## config.mk

```make
export PLATFORM = sky130hd
export DESIGN_NAME = dqmFrameSerializer
export DESIGN_NICKNAME = d
export VERILOG_FILES = /design/src/verilog/dqmPkg.sv /design/src/verilog/dqmFrameSerializer.sv
export VERILOG_INCLUDE_DIRS = /design/src /design/src/verilog
export SDC_FILE = /design/constraint.sdc
export NUM_CORES = 1
export LEC_CHECK = 0
export ABC_CLOCK_PERIOD_IN_PS = 5300
export BUFFER_PORTS_ARGS = -buffer_cell sky130_fd_sc_hd__buf_2
export CAP_MARGIN = 10
export CORE_UTILIZATION = 36
export CTS_CLUSTER_SIZE = 8
export DETAILED_ROUTE_END_ITERATION = 16
export PLACE_DENSITY_LB_ADDON = 0.05
export SYNTH_ARGS = -nofsm -noshare
export SYNTH_HDL_FRONTEND = slang
export SYNTH_SLANG_ARGS = --single-unit
```

## constraint.sdc

```tcl
create_clock -name clk -period 5.3 [get_ports clk]
set_clock_uncertainty 0.1 [all_clocks]
set_input_delay 1.06 -clock clk [delete_from_list [all_inputs] [get_ports clk]]
set_output_delay 1.06 -clock clk [all_outputs]
set_load 0.005 [all_outputs]
```

## src/verilog/dqmFramer_macros.svh

```systemverilog
`ifndef DQM_FRAMER_MACROS_SVH
`define DQM_FRAMER_MACROS_SVH

// Frame sync pattern, first on the wire
`define DQM_SYNC_WORD       16'hEB90

// Header layout, MSB first: sync, reserved zeros, version, dqm
`define DQM_HEADER_BITS     48
`define DQM_WORD_BITS       16
`define DQM_RESERVED_BITS   12
`define DQM_VERSION_BITS    4

// Block length field and NCO accumulator
`define DQM_SIZE_BITS       14
`define DQM_PHASE_BITS      32

// One largest block per FIFO
`define DQM_FIFO_DEPTH      16384

`endif

```

## src/verilog/dqmPkg.sv

```systemverilog
`include "dqmFramer_macros.svh"

package dqmPkg;

    // Header word, built field by field and shifted out as a whole
    typedef union packed {
        struct packed {
            logic [`DQM_WORD_BITS-1:0]      sync;
            logic [`DQM_RESERVED_BITS-1:0]  reserved;
            logic [`DQM_VERSION_BITS-1:0]   version;
            logic [`DQM_WORD_BITS-1:0]      dqm;
        } fields;
        logic [`DQM_HEADER_BITS-1:0] raw;
    } dqmHeader_t;

    // Payload buffer to serializer
    typedef struct packed {
        // Block counter at zero
        logic frameStart;
        logic flushing;
        // High selects the ping FIFO
        logic readSelect;
        logic pingEmpty;
        logic pongEmpty;
        // Head of each FIFO
        logic pingBit;
        logic pongBit;
    } dqmBufStatus_t;

    // Serializer to payload buffer, levels qualified by bitSlot in the buffer
    typedef struct packed {
        logic pingRead;
        logic pongRead;
    } dqmReadReq_t;

endpackage
```

## src/verilog/dqmFrameSerializer.sv

```systemverilog
`timescale 1ns/1ps
`include "dqmFramer_macros.svh"

module dqmFrameSerializer #(
    parameter logic [`DQM_VERSION_BITS-1:0] VERSION = 4'd0
) (
    input  logic                        clk,
    input  logic                        reset,
    input  logic [`DQM_WORD_BITS-1:0]   dqm,
    input  logic [`DQM_SIZE_BITS-1:0]   payloadSize,
    input  logic                        payloadBitEn,
    input  logic                        bitSlot,
    input  dqmPkg::dqmBufStatus_t       status,
    output dqmPkg::dqmReadReq_t         readReq,
    output logic                        dqmBitEn,
    output logic                        dqmBit
);

    localparam logic [1:0] stateIdle    = 2'd0;
    localparam logic [1:0] stateWait    = 2'd1;
    localparam logic [1:0] stateHeader  = 2'd2;
    localparam logic [1:0] statePayload = 2'd3;

    logic [1:0]                 state;
    logic [`DQM_SIZE_BITS-1:0]  shiftCount;
    dqmPkg::dqmHeader_t         header;

    function automatic dqmPkg::dqmHeader_t freshHeader(
        input logic [`DQM_WORD_BITS-1:0] dqmWord
    );
        dqmPkg::dqmHeader_t h;
        h.fields.sync = `DQM_SYNC_WORD;
        h.fields.reserved = '0;
        h.fields.version = VERSION;
        h.fields.dqm = dqmWord;
        return h;
    endfunction

    always_ff @(posedge clk) begin
        if (reset || status.flushing) begin
            state <= stateIdle;
            header <= freshHeader(dqm);
            readReq <= '0;
        end else begin
            case (state)
                stateIdle: begin
                    header <= freshHeader(dqm);
                    readReq <= '0;
                    if (payloadBitEn && status.frameStart) begin
                        shiftCount <= `DQM_SIZE_BITS'(`DQM_HEADER_BITS - 1);
                        state <= bitSlot ? stateHeader : stateWait;
                    end
                end
                // First header bit goes out on this slot
                stateWait: begin
                    if (bitSlot) begin
                        state <= stateHeader;
                        shiftCount <= shiftCount - 1'b1;
                        header.raw <= {header.raw[`DQM_HEADER_BITS-2:0], 1'b0};
                    end
                end
                stateHeader: begin
                    if (bitSlot) begin
                        if (shiftCount == '0) begin
                            state <= statePayload;
                            shiftCount <= payloadSize;
                            readReq.pingRead <= status.readSelect && !status.pingEmpty;
                            readReq.pongRead <= !status.readSelect && !status.pongEmpty;
                        end else begin
                            shiftCount <= shiftCount - 1'b1;
                            header.raw <= {header.raw[`DQM_HEADER_BITS-2:0], 1'b0};
                        end
                    end
                end
                statePayload: begin
                    if (bitSlot) begin
                        if (shiftCount == '0) begin
                            state <= stateIdle;
                            readReq <= '0;
                        end else begin
                            shiftCount <= shiftCount - 1'b1;
                        end
                    end
                end
                default: begin
                    state <= stateIdle;
                end
            endcase
        end
    end

    // Header MSB until the payload, then the head of the block's FIFO
    always_comb begin
        if (state == statePayload) begin
            dqmBit = status.readSelect ? status.pingBit : status.pongBit;
        end else begin
            dqmBit = header.raw[`DQM_HEADER_BITS-1];
        end
    end

    assign dqmBitEn = bitSlot && (state != stateIdle);

endmodule

```

# Word-level counts from Yosys, hierarchy flattened
# Index checks and enable logic that the tools add are counted.
# totals
ff_bits	66
inputBits	41
output_inout_bits	4
wordCells	66
# classes
n_addsub	1
n_eq_ne	14
mux	25
n_bitwise	1
reduce_logical	19
# op_table
operator	count
$mux W48	3
$pmux W48 S3	1
$mux W14	6
$pmux W14 S4	1
$mux W2	9
$mux W16	1
$ne A2 B2 Y1 const B	8
$logic_not A14 Y1	1
$sub A14 B1 Y14 const B	1
$reduce_and A6 Y1	2
$ne A3 B3 Y1 const B	3
$pmux W2 S4	1
$reduce_and A4 Y1	2
$pmux W2 S3	1
$reduce_bool A3 Y1	2
$reduce_and A5 Y1	1
$eq A2 B2 Y1 const B	2
$logic_and A1 B1 Y1	4
$reduce_bool A4 Y1	1
$logic_not A1 Y1	3
$eq A2 B1 Y1 const B	1
$logic_not A2 Y1	1
$mux W1	2
$reduce_bool A2 Y1	1
other kinds (2)	2

# Depth between registers and ports, before layout
# depth
ltp_word	5
ltp_mapped	10
depth_no_buf	7

# Worst setup path before layout
# OpenSTA, ideal clock, no wires.
# synth_path
kind	input-to-reg
from	input port status[5] (netlist bit)
to	register shiftCount[0] (enable)
setup_ns	0.463
arrival_time_ns	3.842
path_slack_ns	0.895
path_stages	3
path_cell_list	or2_2 > clkbuf_8 > a2111oi_0
# synth_via
elab_chain_cells	3
# synth_lines
item	line_no	source
start, declared	dqmFrameSerializer.sv:13	input dqmPkg::dqmBufStatus_t status,
$logic_or A1 B1 Y1	dqmFrameSerializer.sv:40	if (reset || status.flushing) begin
$not A1 Y1 (no source line)	n/a	
$reduce_and A6 Y1 (no source line)	n/a	
end signal, assigned	dqmFrameSerializer.sv:50	shiftCount <= `DQM_SIZE_BITS'(`DQM_HEADER_BITS - 1);
end signal, assigned	dqmFrameSerializer.sv:58	shiftCount <= shiftCount - 1'b1;
end signal, assigned	dqmFrameSerializer.sv:66	shiftCount <= payloadSize;
end, declared	dqmFrameSerializer.sv:25	logic [`DQM_SIZE_BITS-1:0] shiftCount;
# No other way between the ends.
# A chain may end at the register's enable or synchronous reset.

# Final worst setup path
# layout_path
from	register state[0]
to	output port dqmBitEn
# layout_via
elab_chain_cells	2
# layout_lines
item	line_no	source
start, declared	dqmFrameSerializer.sv:24	logic [1:0] state;
start signal, assigned	dqmFrameSerializer.sv:41	state <= stateIdle;
start signal, assigned	dqmFrameSerializer.sv:51	state <= bitSlot ? stateHeader : stateWait;
start signal, assigned	dqmFrameSerializer.sv:57	state <= stateHeader;
$reduce_bool A2 Y1	dqmFrameSerializer.sv:101	assign dqmBitEn = bitSlot && (state != stateIdle);
$logic_and A1 B1 Y1	dqmFrameSerializer.sv:101	
end, declared	dqmFrameSerializer.sv:15	output logic dqmBitEn,
# No other way between the ends.

==> run_results.csv <==
group,metric,value,unit
run_status,status,"complete, no violations",
logic_synthesis,seq_area_frac_synth,0.515,
cts,clockRootBuffer,"clkbuf_8",
logic_synthesis,synthDominantCellAreaShare,0.286,
cts,cts_resized,0,
die,initial_core_util,0.378,
die,ioPinCount,45,
logic_synthesis,syn_nets,364,
final_layout,multi_input_area,0.00139,mm²
grt,grt_usage,0.156,
die,core,0.00834,mm²
sta,max_slew_margin,0.263,
sta,post-route-period-util,0.552,
place,dpl.hpwl,4.21,mm
die,die_w,95.5,µm
logic_synthesis,syn_area,0.00315,mm²
logic_synthesis,yosysTopAreaCell,"edfxtp_1",
route,via_count,2371,
logic_synthesis,synth_xor_area_frac,0.0278,
cts,clk_path_buf_depth,2,
worst_setup_path,worstPathArrival,1.77,ns
sta,setup_viol,0,
die,rows,33,
logic_synthesis,ys_top_cells_by_count,"38 x nand2_1, 36 x dfxtp_1, 32 x a21oi_1, 30 x edfxtp_1, 26 x nand3_1",
logic_synthesis,synth_compound_area_frac,0.127,
logic_synthesis,synth_top_family_by_area,"simple AND/OR/NAND/NOR gates",
route,drt_iter0_drc,108,
grt,grt_pass1_wl,10.8,mm
sta,tightest_slew,1.11,ns
final_layout,fin_util,0.435,
logic_synthesis,synthSimpleGateAreaFrac,0.199,
sta,setup_tns,0,ns
route,dr.pass1.iters,4,
logic_synthesis,synthMuxAreaShare,0.0636,
place,numPortBuffers,44,
worst_setup_path,worst_setup_path_start_kind,"register",
cts,insertion_delay,0.34,ns
sta,slew_violations,0,
sta,hold_viol_final,0,
cts,cts_inserted_buffers,9,
hold_path,hold_class,"reg2reg",
route,viasPerCell,5.12,
grt,antenna_found_initial,0,
final_layout,nNetsFinal,400,
logic_synthesis,synthTopCellsByArea,"edfxtp_1 29%, dfxtp_1 23%, mux2_2 5.7%, a21oi_1 5.1%, nand2_1 4.5%",
sta,period_needed,2.93,ns
sta,grt_setup_unrepaired,"false",
final_layout,area_growth,15.1,%
worst_setup_path,setup.worst_path.class,"reg2out",
logic_synthesis,yosys_warnings,0,
sta,fmax,342,MHz
route,remaining_drc_errors,0,
final_layout,drive_gt1_frac,0.240,
logic_synthesis,synth_ff_type,"dfxtp_1",
cts,path_clk_slew,0.07,ns
worst_setup_path,r2r_slack,2.45,ns
die,fp.dieH,95.5,µm
final_layout,regArea,0.00162,mm²
grt,gr-total-overflow,0,
power,power.density,309,mW/mm²
route,avgRoutedWirePerCell,14.0,µm
worst_setup_path,cp-end-kind,"output pin",
cts,hold_buffers,0,
cts,ctsHtreeMaxLevel,3,
logic_synthesis,synthCells,317,
job,drv_cap,0,
place,gp_congestion,0.711,
worst_setup_path,worstPathMaxFanout,23,
logic_synthesis,synthAdderAreaFrac,0.0238,
grt,grt_max_degree,36,
sta,hold-worst-slack,0.353,ns
final_layout,final.fill_count,860,
route,wl,6.50,mm
cts,cts_setup_buffers,0,
grt,grt_pass1_vias,2260,
route,postRouteAntennaNets,0,
logic_synthesis,ys_ff_latch,66,
final_layout,diodes,0,
logic_synthesis,synth_edf_count,30,
logic_synthesis,yosysMostFrequentCell,"nand2_1",
logic_synthesis,synth.distinct_cells,44,
power,ir_drop,0.151,mV
cts,tritoncts,"built",
cts,cts_sinks,66,
logic_synthesis,syn_avg_cell_area,9.93,µm²
logic_synthesis,async_flop_share,0,
worst_setup_path,worstPathRequired,4.14,ns
die,dieArea,0.00913,mm²
power,power_leakage,1.25,nW
## critical path: stages, from the launching register on
cell	delay, ns
dfxtp_1	0.36
inv_1	0.09
ha_1	0.70
nor2b_1	0.12
buf_2	0.16
## power breakdown
part           leakage [nW]  total, mW  internal [mW]  switching [mW]
registers             0.586      0.559          0.551         0.00802
logic                 0.548      0.114         0.0427          0.0718
clock network         0.112      0.448          0.246           0.203
total                  1.25       1.12          0.839           0.283
## per-layer routing
layer / global-route usage / share of wire / vias up
li1: - / - / 1206
met1: 0.191 / 0.47 / 1115
met2: 0.258 / 0.48 / 40
met3: 0.0423 / 0.039 / 10
met4: 0.0634 / 0.017 / 0
met5: 0 / 0 / -
## state kept, by name, indices dropped and copies added (netlist names)
| name | count |
|---|---|
| readReq | 2 |
| shiftCount | 14 |
| header | 48 |
| state | 2 |
## through the flow
stage / instance area [µm²] / setup WS (ns) / total power [mW] / instances
after detailed placement: 3420 / 2.01 / 0.687 / 447
after global placement: 3420 / 2.04 / 0.687 / 447
after CTS: 3630 / 2.30 / 1.14 / 463
after global routing: 3630 / 2.11 / 1.18 / 463
final: 3630 / 2.37 / 1.12 / 463
after floorplan: 3150 / 0.895 / 0.652 / 317
## cells in the final DEF, fill, tap and decap left out, types with 6 or more instances in the layout
cell	count
a22oi_1	7
nor3b_1	10
nor2_1	25
nand3_1	26
dfxtp_1	36
ha_1	6
o21ai_0	15
a21oi_1	32
edfxtp_1	30
mux2_2	16
inv_1	7
xnor2_1	10
clkbuf_8	9
nand2_1	38
buf_2	44
## path summary, 6_finish.rpt
| check | from | to | cells past startpoint |
|---|---|---|---|
| worst max-delay path | state[0] | dqmBitEn | 4 |
| worst max register to register | state[0] | header[17] | 6 |
| worst min-delay path | header[22] | header[22] | 2 |
| worst min register to register | header[22] | header[22] | 2 |
## logic make-up after synthesis
group	count (synthesis)
flip-flops	66
XOR/XNOR	10
AND/OR/NAND/NOR	121
AO/OA/AOI/OAI	67
adder cells (fa/ha/maj)	6
multiplexers	18
buffers and inverters	29
## final cells by class
class	instances	share of cell area
sequential	66	0.447
multi-input combinational	222	0.384
timing repair buffer	47	0.0669
clock inverter	6	0.0169
tap	105	0.0362
inverter	7	0.00725
clock buffer	10	0.0411
Power figures use the tool's default switching activity.
