**config.mk**
```make
export PLATFORM = sky130hd
export DESIGN_NAME = dqmBitClock
export DESIGN_NICKNAME = d
export VERILOG_FILES = /design/src/verilog/dqmBitClock.sv
export VERILOG_INCLUDE_DIRS = /design/src /design/src/verilog
export SDC_FILE = /design/constraint.sdc
export NUM_CORES = 1
export LEC_CHECK = 0
export ABC_AREA = 1
export BUFFER_PORTS_ARGS = -buffer_cell sky130_fd_sc_hd__buf_2
export CORE_UTILIZATION = 45
export DETAILED_ROUTE_END_ITERATION = 8
export GPL_TIMING_DRIVEN = 1
export PLACE_DENSITY = 0.66
export RECOVER_POWER = 100
export SLEW_MARGIN = 20
export SYNTH_ARGS = -nofsm -noshare
export SYNTH_HDL_FRONTEND = slang
export SYNTH_SLANG_ARGS = --single-unit
```
**constraint.sdc**
```tcl
create_clock -name clk -period 1.59 [get_ports clk]
set_clock_uncertainty 0.1 [all_clocks]
set_input_delay 0.0795 -clock clk [delete_from_list [all_inputs] [get_ports clk]]
set_output_delay 0.0795 -clock clk [all_outputs]
set_load 0.03 [all_outputs]
```
**src/verilog/dqmFramer_macros.svh**
```systemverilog
`ifndef DQM_FRAMER_MACROS_SVH
`define DQM_FRAMER_MACROS_SVH

// Frame sync pattern, first on the wire
`define DQM_SYNC_WORD       16'hEB90

// Header layout, MSB first: sync, reserved zeros, version, dqm
`define DQM_HEADER_BITS     48
`define DQM_WORD_BITS       16
`define DQM_RESERVED_BITS   12
`define DQM_VERSION_BITS    4

// Block length field and NCO accumulator
`define DQM_SIZE_BITS       14
`define DQM_PHASE_BITS      32

// One largest block per FIFO
`define DQM_FIFO_DEPTH      16384

`endif

```
**src/verilog/dqmBitClock.sv**
```systemverilog
`timescale 1ns/1ps
`include "dqmFramer_macros.svh"

module dqmBitClock (
    input  logic                        clk,
    input  logic                        reset,
    input  logic [`DQM_PHASE_BITS-1:0]  centerFreq,
    output logic                        bitSlot
);

    logic [`DQM_PHASE_BITS-1:0] phase;
    logic [`DQM_PHASE_BITS:0]   phaseSum;

    // MSB of the sum is the carry
    assign phaseSum = {1'b0, phase} + {1'b0, centerFreq};

    // One slot per wrap, so the mean rate is centerFreq / 2^32 of clk
    always_ff @(posedge clk) begin
        if (reset) begin
            phase <= '0;
            bitSlot <= 1'b0;
        end else begin
            phase <= phaseSum[`DQM_PHASE_BITS-1:0];
            bitSlot <= phaseSum[`DQM_PHASE_BITS];
        end
    end

endmodule

```
; ---- After elaboration in Yosys (flattened, before gate mapping)
; Index checks and enable logic that the tools add are counted.
[classes]
addsub = 1
[op_table]
columns = cell, count
row1 = $add A32 B32 Y33, 1
[word_totals]
word_cells = 3
register_bits = 33
output_inout_bits = 1
inputBits = 34

; ---- Depth between registers and ports, before layout
; Gate-level depths: netlist of the first run.
[depth]
depth_word = 1
ltp_mapped = 12
mapped_depth_nobuf = 12

; ---- Least setup slack after synthesis of the first run
; Ideal clock, no wire load.
[synth_timing]
path_type = flip-flop to flip-flop
startpoint = register phase[0]
endpoint = register phase[28]
setup_time_ps = 115
period_less_slack_ps = 1763
required_ps = 1375
stages_incl_launch_ff = 11
t_arrival_ps = 1548
path_buffers = 0
setup_slack_ps = -173
path_cell_list = dfxtp_1 > ha_1 > fa_1 > nand3_1 > nand3_1 > nand3_1 > nand3_1 > nand2_1 > nand3_1 > nand2_1 > nor2_1
[synth_between]
elab_chain_cells = 1
[synth_rtl]
columns = item, line
row1 = from (decl), dqmBitClock.sv:11  ; logic [`DQM_PHASE_BITS-1:0] phase;
row2 = from (signal assigned), dqmBitClock.sv:23  ; phase <= phaseSum[`DQM_PHASE_BITS-1:0];
row3 = $add A32 B32 Y33, dqmBitClock.sv:15  ; assign phaseSum = {1'b0, phase} + {1'b0, centerFreq};
; No other way between the ends.
; A chain may end at the register's enable or synchronous reset.

; ---- Worst setup path in the final report of the first run
[layout_timing]
startpoint = register phase[0]
endpoint = register phase[16]
; The elaborated chain is that of the path after synthesis.

==> results of run 1 <==
[sequential cells by signal, indices dropped and copies added (netlist names)]
signal,count
phase,32
bitSlot,1
[worst register-to-register path, stage by stage, from the launching register on]
cell	delay, ns
dfxtp_2	0.34
ha_4	0.16
fa_2	0.40
nand3_2	0.10
nand3_4	0.10
nand2_1	0.10
nand2_2	0.07
nand2_1	0.08
nand2_2	0.10
o21ai_2	0.13
a21oi_1	0.05
[metal layers]
metal | GRT usage (%) | part of all wire (%)
met1 | 34.93 | 43
met2 | 47.78 | 46
met3 | 5.184 | 6.2
met4 | 10.73 | 4.4
met5 | 0 | 0
[area by class of cell]
class / count / area [sq um] / area share [%]
clock buffer: 7 / 86.33 / 1.672
inverter: 117 / 446.7 / 8.648
multi-input combinational: 434 / 3203 / 62.02
sequential: 33 / 679.4 / 13.15
tap: 96 / 120.1 / 2.326
timing repair buffer: 89 / 629.4 / 12.19
[power by group]
part | internal [uW] | leakage [uW] | total [uW] | switching (uW)
Clock | 344 | 0.0000443 | 691 | 347
Sequential | 1180 | 0.000279 | 1400 | 221
Combinational | 2570 | 0.00237 | 6090 | 3520
[repair_timing]
action / in CTS / in global routing
hold buffers: 1 / 0
setup buffers: 7 / 7
resized for setup: 118 / 112
setup endpoints to repair: 27 / 29
hold endpoints to repair: 1 / 0
pin swaps: 44 / 56
[cell usage after synthesis (3+ instances only)]
cell type  instances  share of area, %
nor2_1            60               6.8
inv_2              7              0.79
nand3_2            3              0.91
inv_1            110                12
o21ai_0           11               1.7
o21a_1             3              0.68
a21oi_1           41               6.2
nand3_1           29               4.4
nand2_2           16               3.0
nor2_2             8               1.5
nor3_1             5              0.76
ha_1              32                12
and2_1             3              0.57
dfxtp_1           33                20
nand2_1          207                23
o21bai_1           3              0.68
nand4_1            4              0.76
[worst max-delay path by stage]
stage                     cells after the start      start  slack, ns        end
after global placement                        9   phase[9]      -0.37  phase[20]
after global routing                         10  phase[15]      -0.33  phase[28]
after CTS                                    11   phase[0]      -0.21  phase[20]
after detailed placement                     10   phase[0]      -0.39  phase[20]
after floorplan                              10   phase[0]      -0.09  phase[16]
final                                        10   phase[0]      -0.27  phase[16]
[metrics by stage]
stage	hold slack (ns)	instance area (sq um)
CTS	0.05208	4728
global placement	0.2918	3958
detailed placement	0.2999	3958
floorplan	0.2173	3348
finish	0.04003	5165
global route	0.06243	5165
[kinds of logic after synthesis]
logic type	synth area share [%]
buffers and inverters	13.69
AO/OA/AOI/OAI	9.871
adder cells (fa/ha/maj)	12.71
flip-flops	19.97
AND/OR/NAND/NOR	43.50
XOR/XNOR	0.2648
==> metrics.md, run 1 <==
| Metric | Value |
|---|---|
| Outcome | `finished with violations` |
| Failing checks | `negative setup slack` |
| Post-Syn Area | `3308 sq um` |
| GRT Resource Usage Total | `28.02%` |
| Syn Area/Cell | `around 5.6 sq um` |
| CP max stage delay | `0.40 ns` |
| TritonCTS clock tree | `built` |
| Vias in the first global route | `3768` |
| Initial antenna violation count | `0` |
| Critical Path AT | `1.94 ns` |
| Max Root-Sink Buffers | `2` |
| Reg-to-reg endpoint | `phase[16]` |
| Crit path required time | `1.67 ns` |
| Max-cap violations | `0` |
| Setup-failing EPs final | `26` |
| Ys flop type | `dfxtp_1` |
| Register area share after synthesis | `19.97%` |
| Commonest non-fill, non-tap cells in the layout | `nand2_1, inv_1, buf_4, nand2_2, nor2_1` |
| Worst-Margin Slew | `~0.29 ns` |
| Nets | `747` |
| CP cell instances | `ha_4, fa_2, nand3_2, nand3_4, nand2_1, nand2_2, nand2_1, nand2_2, o21ai_2, a21oi_1` |
| Leakage power | `about 0.0027 uW` |
| Most common cell after layout, fill and taps aside | `nand2_1` |
| Clk sinks | `33` |
| First-pass GRT wire length | `16.76 mm` |
| Final Total Pwr | `8178 uW` |
| Yosys warns | `0` |
| Initial Util | `roughly 48%` |
| GPL Wtd Cong | `~0.97` |
| Vias | `4049` |
| DP Cell Count | `around 760` |
| Async SR Flop Fraction | `0%` |
| Overall die width | `about 88 um` |
| Setup TNS | `-3.723 ns` |
| WL/cell | `between 10 and 15 um` |
| Number of synthesized flops with an enable pin | `0` |
| Worst slew margin | `roughly 80%` |
| Hold Violations, Final | `0` |
| Min-delay src | `centerFreq[3]` |
| PnR worst setup slack | `-0.2696 ns` |
| Row Count | `30` |
| Reg2reg path depth | `10` |
| Pwr dens | `around 1600 nW/um^2` |
| Core Area | `6944 sq um` |
| Tmin final | `roughly 1.9 ns` |
| Buffers on Ports | `34` |
| WL final | `11.12 mm` |
| Die ar. | `7698 sq um` |
| Routed Antenna Nets | `0` |
| Root Buffer | `clkbuf_8` |
| Post-Syn Instances | `between 500 and 600` |
| RR Startpoint | `phase[0]` |
| Peak supply drop | `813.4 uV` |
| Number of synthesized register bits | `33` |
| Detailed-placement wirelength estimate | `7.613 mm` |
| Crit path kind | `reg2reg` |
| Worst Path Buf+Inv | `0` |
| Worst slack at placement | `-0.3878 ns` |
| # DRC | `0` |
| DR vias/cell | `5.218` |
| Gr ovfl total | `0` |
| CP Capture Type | `register` |
| Slowest CP cell | `fa_2` |
| Critical Path Fanout Max | `4` |
| Post-Route Utilization | `74.38%` |
| Pins Over Slew Limit | `0` |
| Clock-pin slew on the worst setup and hold paths | `0.08 ns` |
| Worst Hold Path EP | `phase[3]` |
| H-tree levels | `2` |
| CP top delay family | `adder cells` |
| Starting DRT DRC Count | `around 240` |
| CP Launch Type | `register` |
| Reg2Reg Setup Slack | `-0.27 ns` |
| I/O pins | `35` |
| Fraction of layout instances using a drive strength above 1 | `a little under half` |
| Netlist cell types | `27` |
| Non-Filler Instances | `776` |
| Clock Latency Late Sink | `0.30 ns` |
| # fillers | `between 500 and 600` |
| Num CTS Buffers | `5` |
| FMAX | `537.7 MHz` |
| Syn_nets | `between 600 and 700` |
| Antenna cells | `0` |
| Hold Path Cell Cnt | `3` |
| Synth-to-Final Area Change | `56.13%` |
| Chip Height | `87.74 um` |
| RSZ-0062 raised after global routing | `true` |
| Pin count of the biggest net entering global routing | `27` |
| Drt first pass iters | `5` |
| Final worst-path cycle share | `117.0%` |
| Worst Hold Class | `in2reg` |
Note: power is estimated with default switching activity, not from simulation.
==> inputs of run 2 (changes only) <==
- SKIP_LAST_GASP: not set -> 1
==> run 2 against run 1 <==
Net effect: the flow still finishes with violations (negative setup slack); power is 0.75% lower; clock power is 0.9% lower; sequential cell count did not move; register-to-register slack about the same; global-route usage is 0.079 points lower; non-clock buffer count unchanged; utilization down 0.20 points.
==> metrics.md, run 2 (same netlist as run 1, synthesis figures left out) <==
| Metric | Value |
|---|---|
| Outcome | `finished with violations` |
| Failing checks | `negative setup slack` |
| Largest registers | `phase: 32 flops, bitSlot: 1 flops` |
| Final Total Pwr | `8117 uW (-0.75%)` |
| Drt first pass iters | `5 (unchanged)` |
| DR vias/cell | `5.093 (-2.4%)` |
| CP Capture Type | `register` |
| Top cell by count, worst path | `nand2_2` |
| Detailed-placement wirelength estimate | `7.613 mm (unchanged)` |
| # DRC | `0 (unchanged)` |
| Pin count of the biggest net entering global routing | `27 (unchanged)` |
| Buffers on Ports | `34 (unchanged)` |
| Worst slack at placement | `-0.3878 ns (unchanged)` |
| Critical Path Fanout Max | `4 (unchanged)` |
| First-pass GRT wire length | `16.73 mm (-0.21%)` |
| Crit path kind | `reg2reg` |
| CP cell instances | `ha_4, fa_2, nand3_2, nand3_4, nand2_2, nand2_2, nand2_2, nand2_4, o21ai_2, a21oi_1` |
| Core Area | `6944 sq um (unchanged)` |
| Nets | `747 (unchanged)` |
| CP Launch Type | `register` |
| Max Root-Sink Buffers | `2 (unchanged)` |
| DP Cell Count | `755 (unchanged)` |
| Setup-failing EPs final | `26 (unchanged)` |
| Slowest CP cell | `fa_2` |
| Setup TNS | `-3.901 ns (-0.1778 ns)` |
| GRT Resource Usage Total | `27.94% (-0.079 points)` |
| Vias | `3952 (-2.4%)` |
| PnR worst setup slack | `-0.2632 ns (+0.006415 ns)` |
| Initial Util | `47.64% (unchanged)` |
| Hold Path Cell Cnt | `4 (+1)` |
| Hold Violations, Final | `0 (unchanged)` |
| Row Count | `30 (unchanged)` |
| Tmin final | `1.853 ns (-0.006415 ns)` |
| Clk sinks | `33 (unchanged)` |
| Number of flip-flops in the largest register | `32 (unchanged)` |
| Leakage power | `0.002747 uW (+2.2%)` |
| H-tree levels | `2 (unchanged)` |
| Num CTS Buffers | `5 (unchanged)` |
| Non-Filler Instances | `776 (unchanged)` |
| WL final | `10.86 mm (-2.3%)` |
| Pins Over Slew Limit | `0 (unchanged)` |
| Chip Height | `87.74 um (unchanged)` |
| Biggest register | `phase` |
| Crit path required time | `1.67 ns (about the same)` |
| Initial antenna violation count | `0 (unchanged)` |
| Peak supply drop | `830.4 uV (+2.1%)` |
| Clock Latency Late Sink | `0.29 ns (about the same)` |
| Overall die width | `87.74 um (unchanged)` |
| FMAX | `539.6 MHz (+0.35%)` |
| Max-cap violations | `0 (unchanged)` |
| Routed Antenna Nets | `0 (unchanged)` |
| Placed cell area | `3958 sq um (unchanged)` |
| Die ar. | `7698 sq um (unchanged)` |
| Worst-Margin Slew | `0.3637 ns (+0.07654 ns)` |
| I/O pins | `35 (unchanged)` |
| CP max stage delay | `0.40 ns (about the same)` |
| Antenna cells | `0 (unchanged)` |
| GPL Wtd Cong | `0.9687 (unchanged)` |
| Most common cell after layout, fill and taps aside | `nand2_1` |
| Clock-pin slew on the worst setup and hold paths | `0.08 ns (about the same)` |
| RSZ-0062 raised after global routing | `true` |
| Commonest non-fill, non-tap cells in the layout | `nand2_1, inv_1, nand2_2, buf_4, nor2_1` |
| Critical Path AT | `1.93 ns (about the same)` |
| TritonCTS clock tree | `built` |
| Gr ovfl total | `0 (unchanged)` |
| Final worst-path cycle share | `116.6% (-0.40 points)` |
| Synth-to-Final Area Change | `55.71%` |
| WL/cell | `14.00 um (-2.3%)` |
| Starting DRT DRC Count | `237 (-0.42%)` |
| Reg2reg path depth | `10 (unchanged)` |
| Vias in the first global route | `3758 (-0.27%)` |
| Final Cell Area | `5151 sq um (-0.27%)` |
| Fraction of layout instances using a drive strength above 1 | `44.41% (-0.74 points)` |
| Worst slew margin | `75.86% (-4.9 points)` |
| # fillers | `530 (+2.7%)` |
| Pwr dens | `1576 nW/um^2 (-0.48%)` |
| Worst Hold Class | `in2reg` |
| Root Buffer | `clkbuf_8` |
-- run 2: cell types whose count changed in the layout (fill, tap and decap cells not counted), moves of 3 or more --
cell	before	now
inv_1	97	100
a21oi_1	24	27
o21ai_0	4	9
inv_2	17	14
o21ai_2	7	2
nand2_1	153	149
nand2_4	22	27
-- run 2: worst paths after layout --
path,start,to,slack [ns]
worst max-delay path,phase[0],phase[16],-0.26
worst min-delay path,centerFreq[0],phase[0],0.05
worst max register to register,phase[0],phase[16],-0.26
worst min register to register,phase[0],phase[0],0.50
-- run 2: metal layers --
metal / up-vias / part of all wire (%) / track usage, %
met5: - / 0 / 0
met4: 0 / 2.7 / 9.985
met3: 27 / 6.6 / 5.090
met2: 148 / 48 / 48.06
met1: 1787 / 43 / 34.81
li1: 1990 / - / -
-- run 2: final cells by class --
class | instances | area (sq um) | area share [%]
clock buffers | 7 | 86.33 | 1.676
inverters | 117 | 446.7 | 8.671
multi-input cells | 434 | 3184 | 61.82
flip-flops and latches | 33 | 681.9 | 13.24
well taps | 96 | 120.1 | 2.332
repair buffers | 89 | 631.9 | 12.27
-- run 2: through the flow --
| step | hold WS (ns) | utilization [%] |
|---|---|---|
| after detailed placement | 0.2999 | 56.99 |
| after CTS | 0.04544 | 67.55 |
| final | 0.05337 | 74.18 |
| after global placement | 0.2918 | 56.99 |
| after floorplan | 0.2173 | - |
| after global routing | 0.05840 | 74.18 |
-- run 2: critical path: cells and delay by family (launching register included) --
family | cells | cell delay (ns)
compound gates | 2 | 0.20
fa+ha+maj | 2 | 0.56
flops | 1 | 0.34
simple gates | 6 | 0.54
-- run 2: timing repair --
action	4_1_cts	5_1_grt
endpoints found under the hold margin	1	0
pin swaps	43	76
setup buffers	7	7
endpoints found under the setup margin	27	29
resized for setup	110	118
hold buffers	1	0
-- run 2: power by group --
group	total, uW	internal (uW)	switching [uW]
sequential	1410	1180	225
clock	685	344	341
combinational	6020	2560	3470
total	8120	4080	4030
==> inputs of run 3 (changes only) <==
- GPL_ROUTABILITY_DRIVEN: not set -> 0
- clock period: 1.59 -> 1.6 ns (I/O delays scaled with it)
==> run 3 against run 2 <==
Net effect: the flow still finishes with violations (negative setup slack); register-to-register slack hardly changed; count of clock-buffer cells in the layout is the same; first-iteration DRC count increased by 65%; critical path depth stayed put; cell area decreased by 0.75%; clock power rose by 9.2%.
==> metrics.md, run 3 (same netlist as run 1, synthesis figures left out) <==
| Metric | Value |
|---|---|
| Worst Path Buf+Inv | `0 (unchanged)` |
| # fillers | `500 (-5.7%)` |
| Peak supply drop | `950.7 uV (+14%)` |
| DR vias/cell | `5.261 (+3.3%)` |
| GRT Resource Usage Total | `28.59% (+0.64 points)` |
| Hold Path Cell Cnt | `4 (unchanged)` |
| Failing checks | `negative setup slack` |
| Setup-failing EPs final | `27 (+3.8%)` |
| Die ar. | `7698 sq um (unchanged)` |
| Final Cell Area | `5112 sq um (-0.75%)` |
| Crit path kind | `reg2reg` |
| Reg2Reg Setup Slack | `-0.27 ns (about the same)` |
| Critical Path AT | `1.96 ns (+0.03 ns)` |
| Biggest register | `phase` |
| CP max stage delay | `0.42 ns (+0.02 ns)` |
| Num CTS Buffers | `5 (unchanged)` |
| Placed cell area | `3928 sq um (-0.76%)` |
| Worst Hold Class | `in2reg` |
| Commonest non-fill, non-tap cells in the layout | `nand2_1, inv_1, buf_4, nor2_1, nand2_2` |
| Worst-Margin Slew | `0.2964 ns (-0.06737 ns)` |
| TritonCTS clock tree | `built` |
| Fraction of layout instances using a drive strength above 1 | `42.48% (-1.9 points)` |
| Row Count | `30 (unchanged)` |
| Largest registers | `phase: 32 flops, bitSlot: 1 flops` |
| Core Area | `6944 sq um (unchanged)` |
| Outcome | `finished with violations` |
| Root Buffer | `clkbuf_8` |
| Initial Util | `47.64% (unchanged)` |
| Initial antenna violation count | `0 (unchanged)` |
| Slowest CP cell | `fa_2` |
| Vias | `4109 (+4.0%)` |
| CP Capture Type | `register` |
| WL/cell | `14.70 um (+5.0%)` |
| Most common cell after layout, fill and taps aside | `nand2_1` |
| FMAX | `535.1 MHz (-0.84%)` |
| Pins Over Slew Limit | `0 (unchanged)` |
| Number of flip-flops in the largest register | `32 (unchanged)` |
| Top cell by count, worst path | `nand2_2` |
| Starting DRT DRC Count | `392 (+65%)` |
| Routed Antenna Nets | `0 (unchanged)` |
| Detailed-placement wirelength estimate | `7.773 mm (+2.1%)` |
| RR Startpoint | `phase[0]` |
| # DRC | `0 (unchanged)` |
| Synth-to-Final Area Change | `54.54%` |
| I/O pins | `35 (unchanged)` |
| Overall die width | `87.74 um (unchanged)` |
| Drt first pass iters | `5 (unchanged)` |
| Max-cap violations | `0 (unchanged)` |
| Max Root-Sink Buffers | `2 (unchanged)` |
| Crit path required time | `1.69 ns (+0.02 ns)` |
| Final worst-path cycle share | `116.8% (+0.25 points)` |
| Gr ovfl total | `0 (unchanged)` |
| Reg-to-reg endpoint | `phase[16]` |
| Worst Hold Path EP | `phase[0]` |
| Min-delay src | `centerFreq[0]` |
| Clock-pin slew on the worst setup and hold paths | `0.07 ns (about the same)` |
| First-pass GRT wire length | `16.95 mm (+1.4%)` |
| Leakage power | `0.002710 uW (-1.4%)` |
| Tmin final | `1.869 ns (+0.01572 ns)` |
| Vias in the first global route | `3684 (-2.0%)` |
| PnR worst setup slack | `-0.2689 ns (-0.005723 ns)` |
| Reg2reg path depth | `10 (unchanged)` |
| CP top delay family | `adder cells` |
| CP cell instances | `ha_4, fa_2, nand3_2, nand3_4, nand2_2, nand2_4, nand2_1, nand2_2, o21ai_1, a21oi_1` |
| Buffers on Ports | `34 (unchanged)` |
| CP Launch Type | `register` |
| RSZ-0062 raised after global routing | `true` |
| Clk sinks | `33 (unchanged)` |
| Nets | `751 (+0.54%)` |
| Post-Route Utilization | `73.62% (-0.56 points)` |
| Worst slew margin | `80.24% (+4.4 points)` |
| Antenna cells | `0 (unchanged)` |
| H-tree levels | `2 (unchanged)` |
| Critical Path Fanout Max | `4 (unchanged)` |
| Pwr dens | `1590 nW/um^2 (+0.93%)` |
| Setup TNS | `-4.013 ns (-0.1122 ns)` |
| Pin count of the biggest net entering global routing | `20 (-26%)` |
| Clock Latency Late Sink | `0.30 ns (about the same)` |
| Hold Violations, Final | `0 (unchanged)` |
| Chip Height | `87.74 um (unchanged)` |
| WL final | `11.48 mm (+5.7%)` |
| Final Total Pwr | `8131 uW (+0.17%)` |
-- run 3: cell types whose count changed in the layout (fill, tap and decap cells not counted), sizes merged --
cell,before,now
clkbuf,9,7
buf,86,92
clkinv,0,1
-- run 3: how the worst max path moves through the flow --
| stage | endpoint | cells past startpoint | startpoint | slack (ns) |
|---|---|---|---|---|
| floorplan | phase[16] | 10 | phase[0] | -0.08 |
| detailed placement | phase[20] | 11 | phase[0] | -0.31 |
| finish | phase[16] | 10 | phase[0] | -0.27 |
| CTS | phase[20] | 11 | phase[0] | -0.22 |
| global route | phase[18] | 11 | phase[8] | -0.36 |
| global placement | phase[20] | 11 | phase[0] | -0.28 |
-- run 3: power breakdown --
group / switching (uW) / total (uW) / internal, uW / leakage, uW
sequential: 223 / 1390 / 1160 / 0.000279
combinational: 3460 / 6000 / 2540 / 0.00238
clock: 358 / 748 / 390 / 0.0000542
total: 4040 / 8130 / 4090 / 0.00271
-- run 3: repair_timing --
action,4_1_cts,5_1_grt
endpoints found under the setup margin,29,29
cloned,0,0
pin swaps,45,38
endpoints found under the hold margin,4,0
hold buffers,1,0
gates resized for setup,112,97
buffers inserted,6,10
-- run 3: per-stage QoR --
stage / instances / hold WS, ns / worst slack [ns]
after floorplan: 587 / 0.2178 / -0.07717
after CTS: 771 / 0.03601 / -0.2169
after global routing: 781 / 0.02571 / -0.3567
after global placement: 756 / 0.2949 / -0.2813
final: 781 / 0.01351 / -0.2689
after detailed placement: 756 / 0.2997 / -0.3056
-- run 3: per-layer routing --
layer / GRT usage (%) / vias to the layer above / wire, um
met5: 0 / - / 0
met1: 39.16 / 1874 / 4940
met2: 44.96 / 195 / 5271
li1: - / 1996 / -
met4: 10.58 / 0 / 373
met3: 4.713 / 44 / 896
-- run 3: worst register-to-register path: stages (launching register included) --
cell and delay [ns]:
dfxtp_2 0.33, ha_4 0.16, fa_2 0.42, nand3_2 0.12, nand3_4 0.11, nand2_2 0.09
nand2_4 0.06, nand2_1 0.08, nand2_2 0.08, o21ai_1 0.15, a21oi_1 0.06
-- run 3: final cells by class --
class | count | area (sq um) | area share (%)
Multi-Input combinational cell | 434 | 3114 | 60.92
Sequential cell | 33 | 676.9 | 13.24
Timing Repair Buffer | 93 | 653.1 | 12.78
Inverter | 117 | 446.7 | 8.737
Tap cell | 96 | 120.1 | 2.349
Clock buffer | 7 | 96.34 | 1.884
Clock inverter | 1 | 5.005 | 0.09790
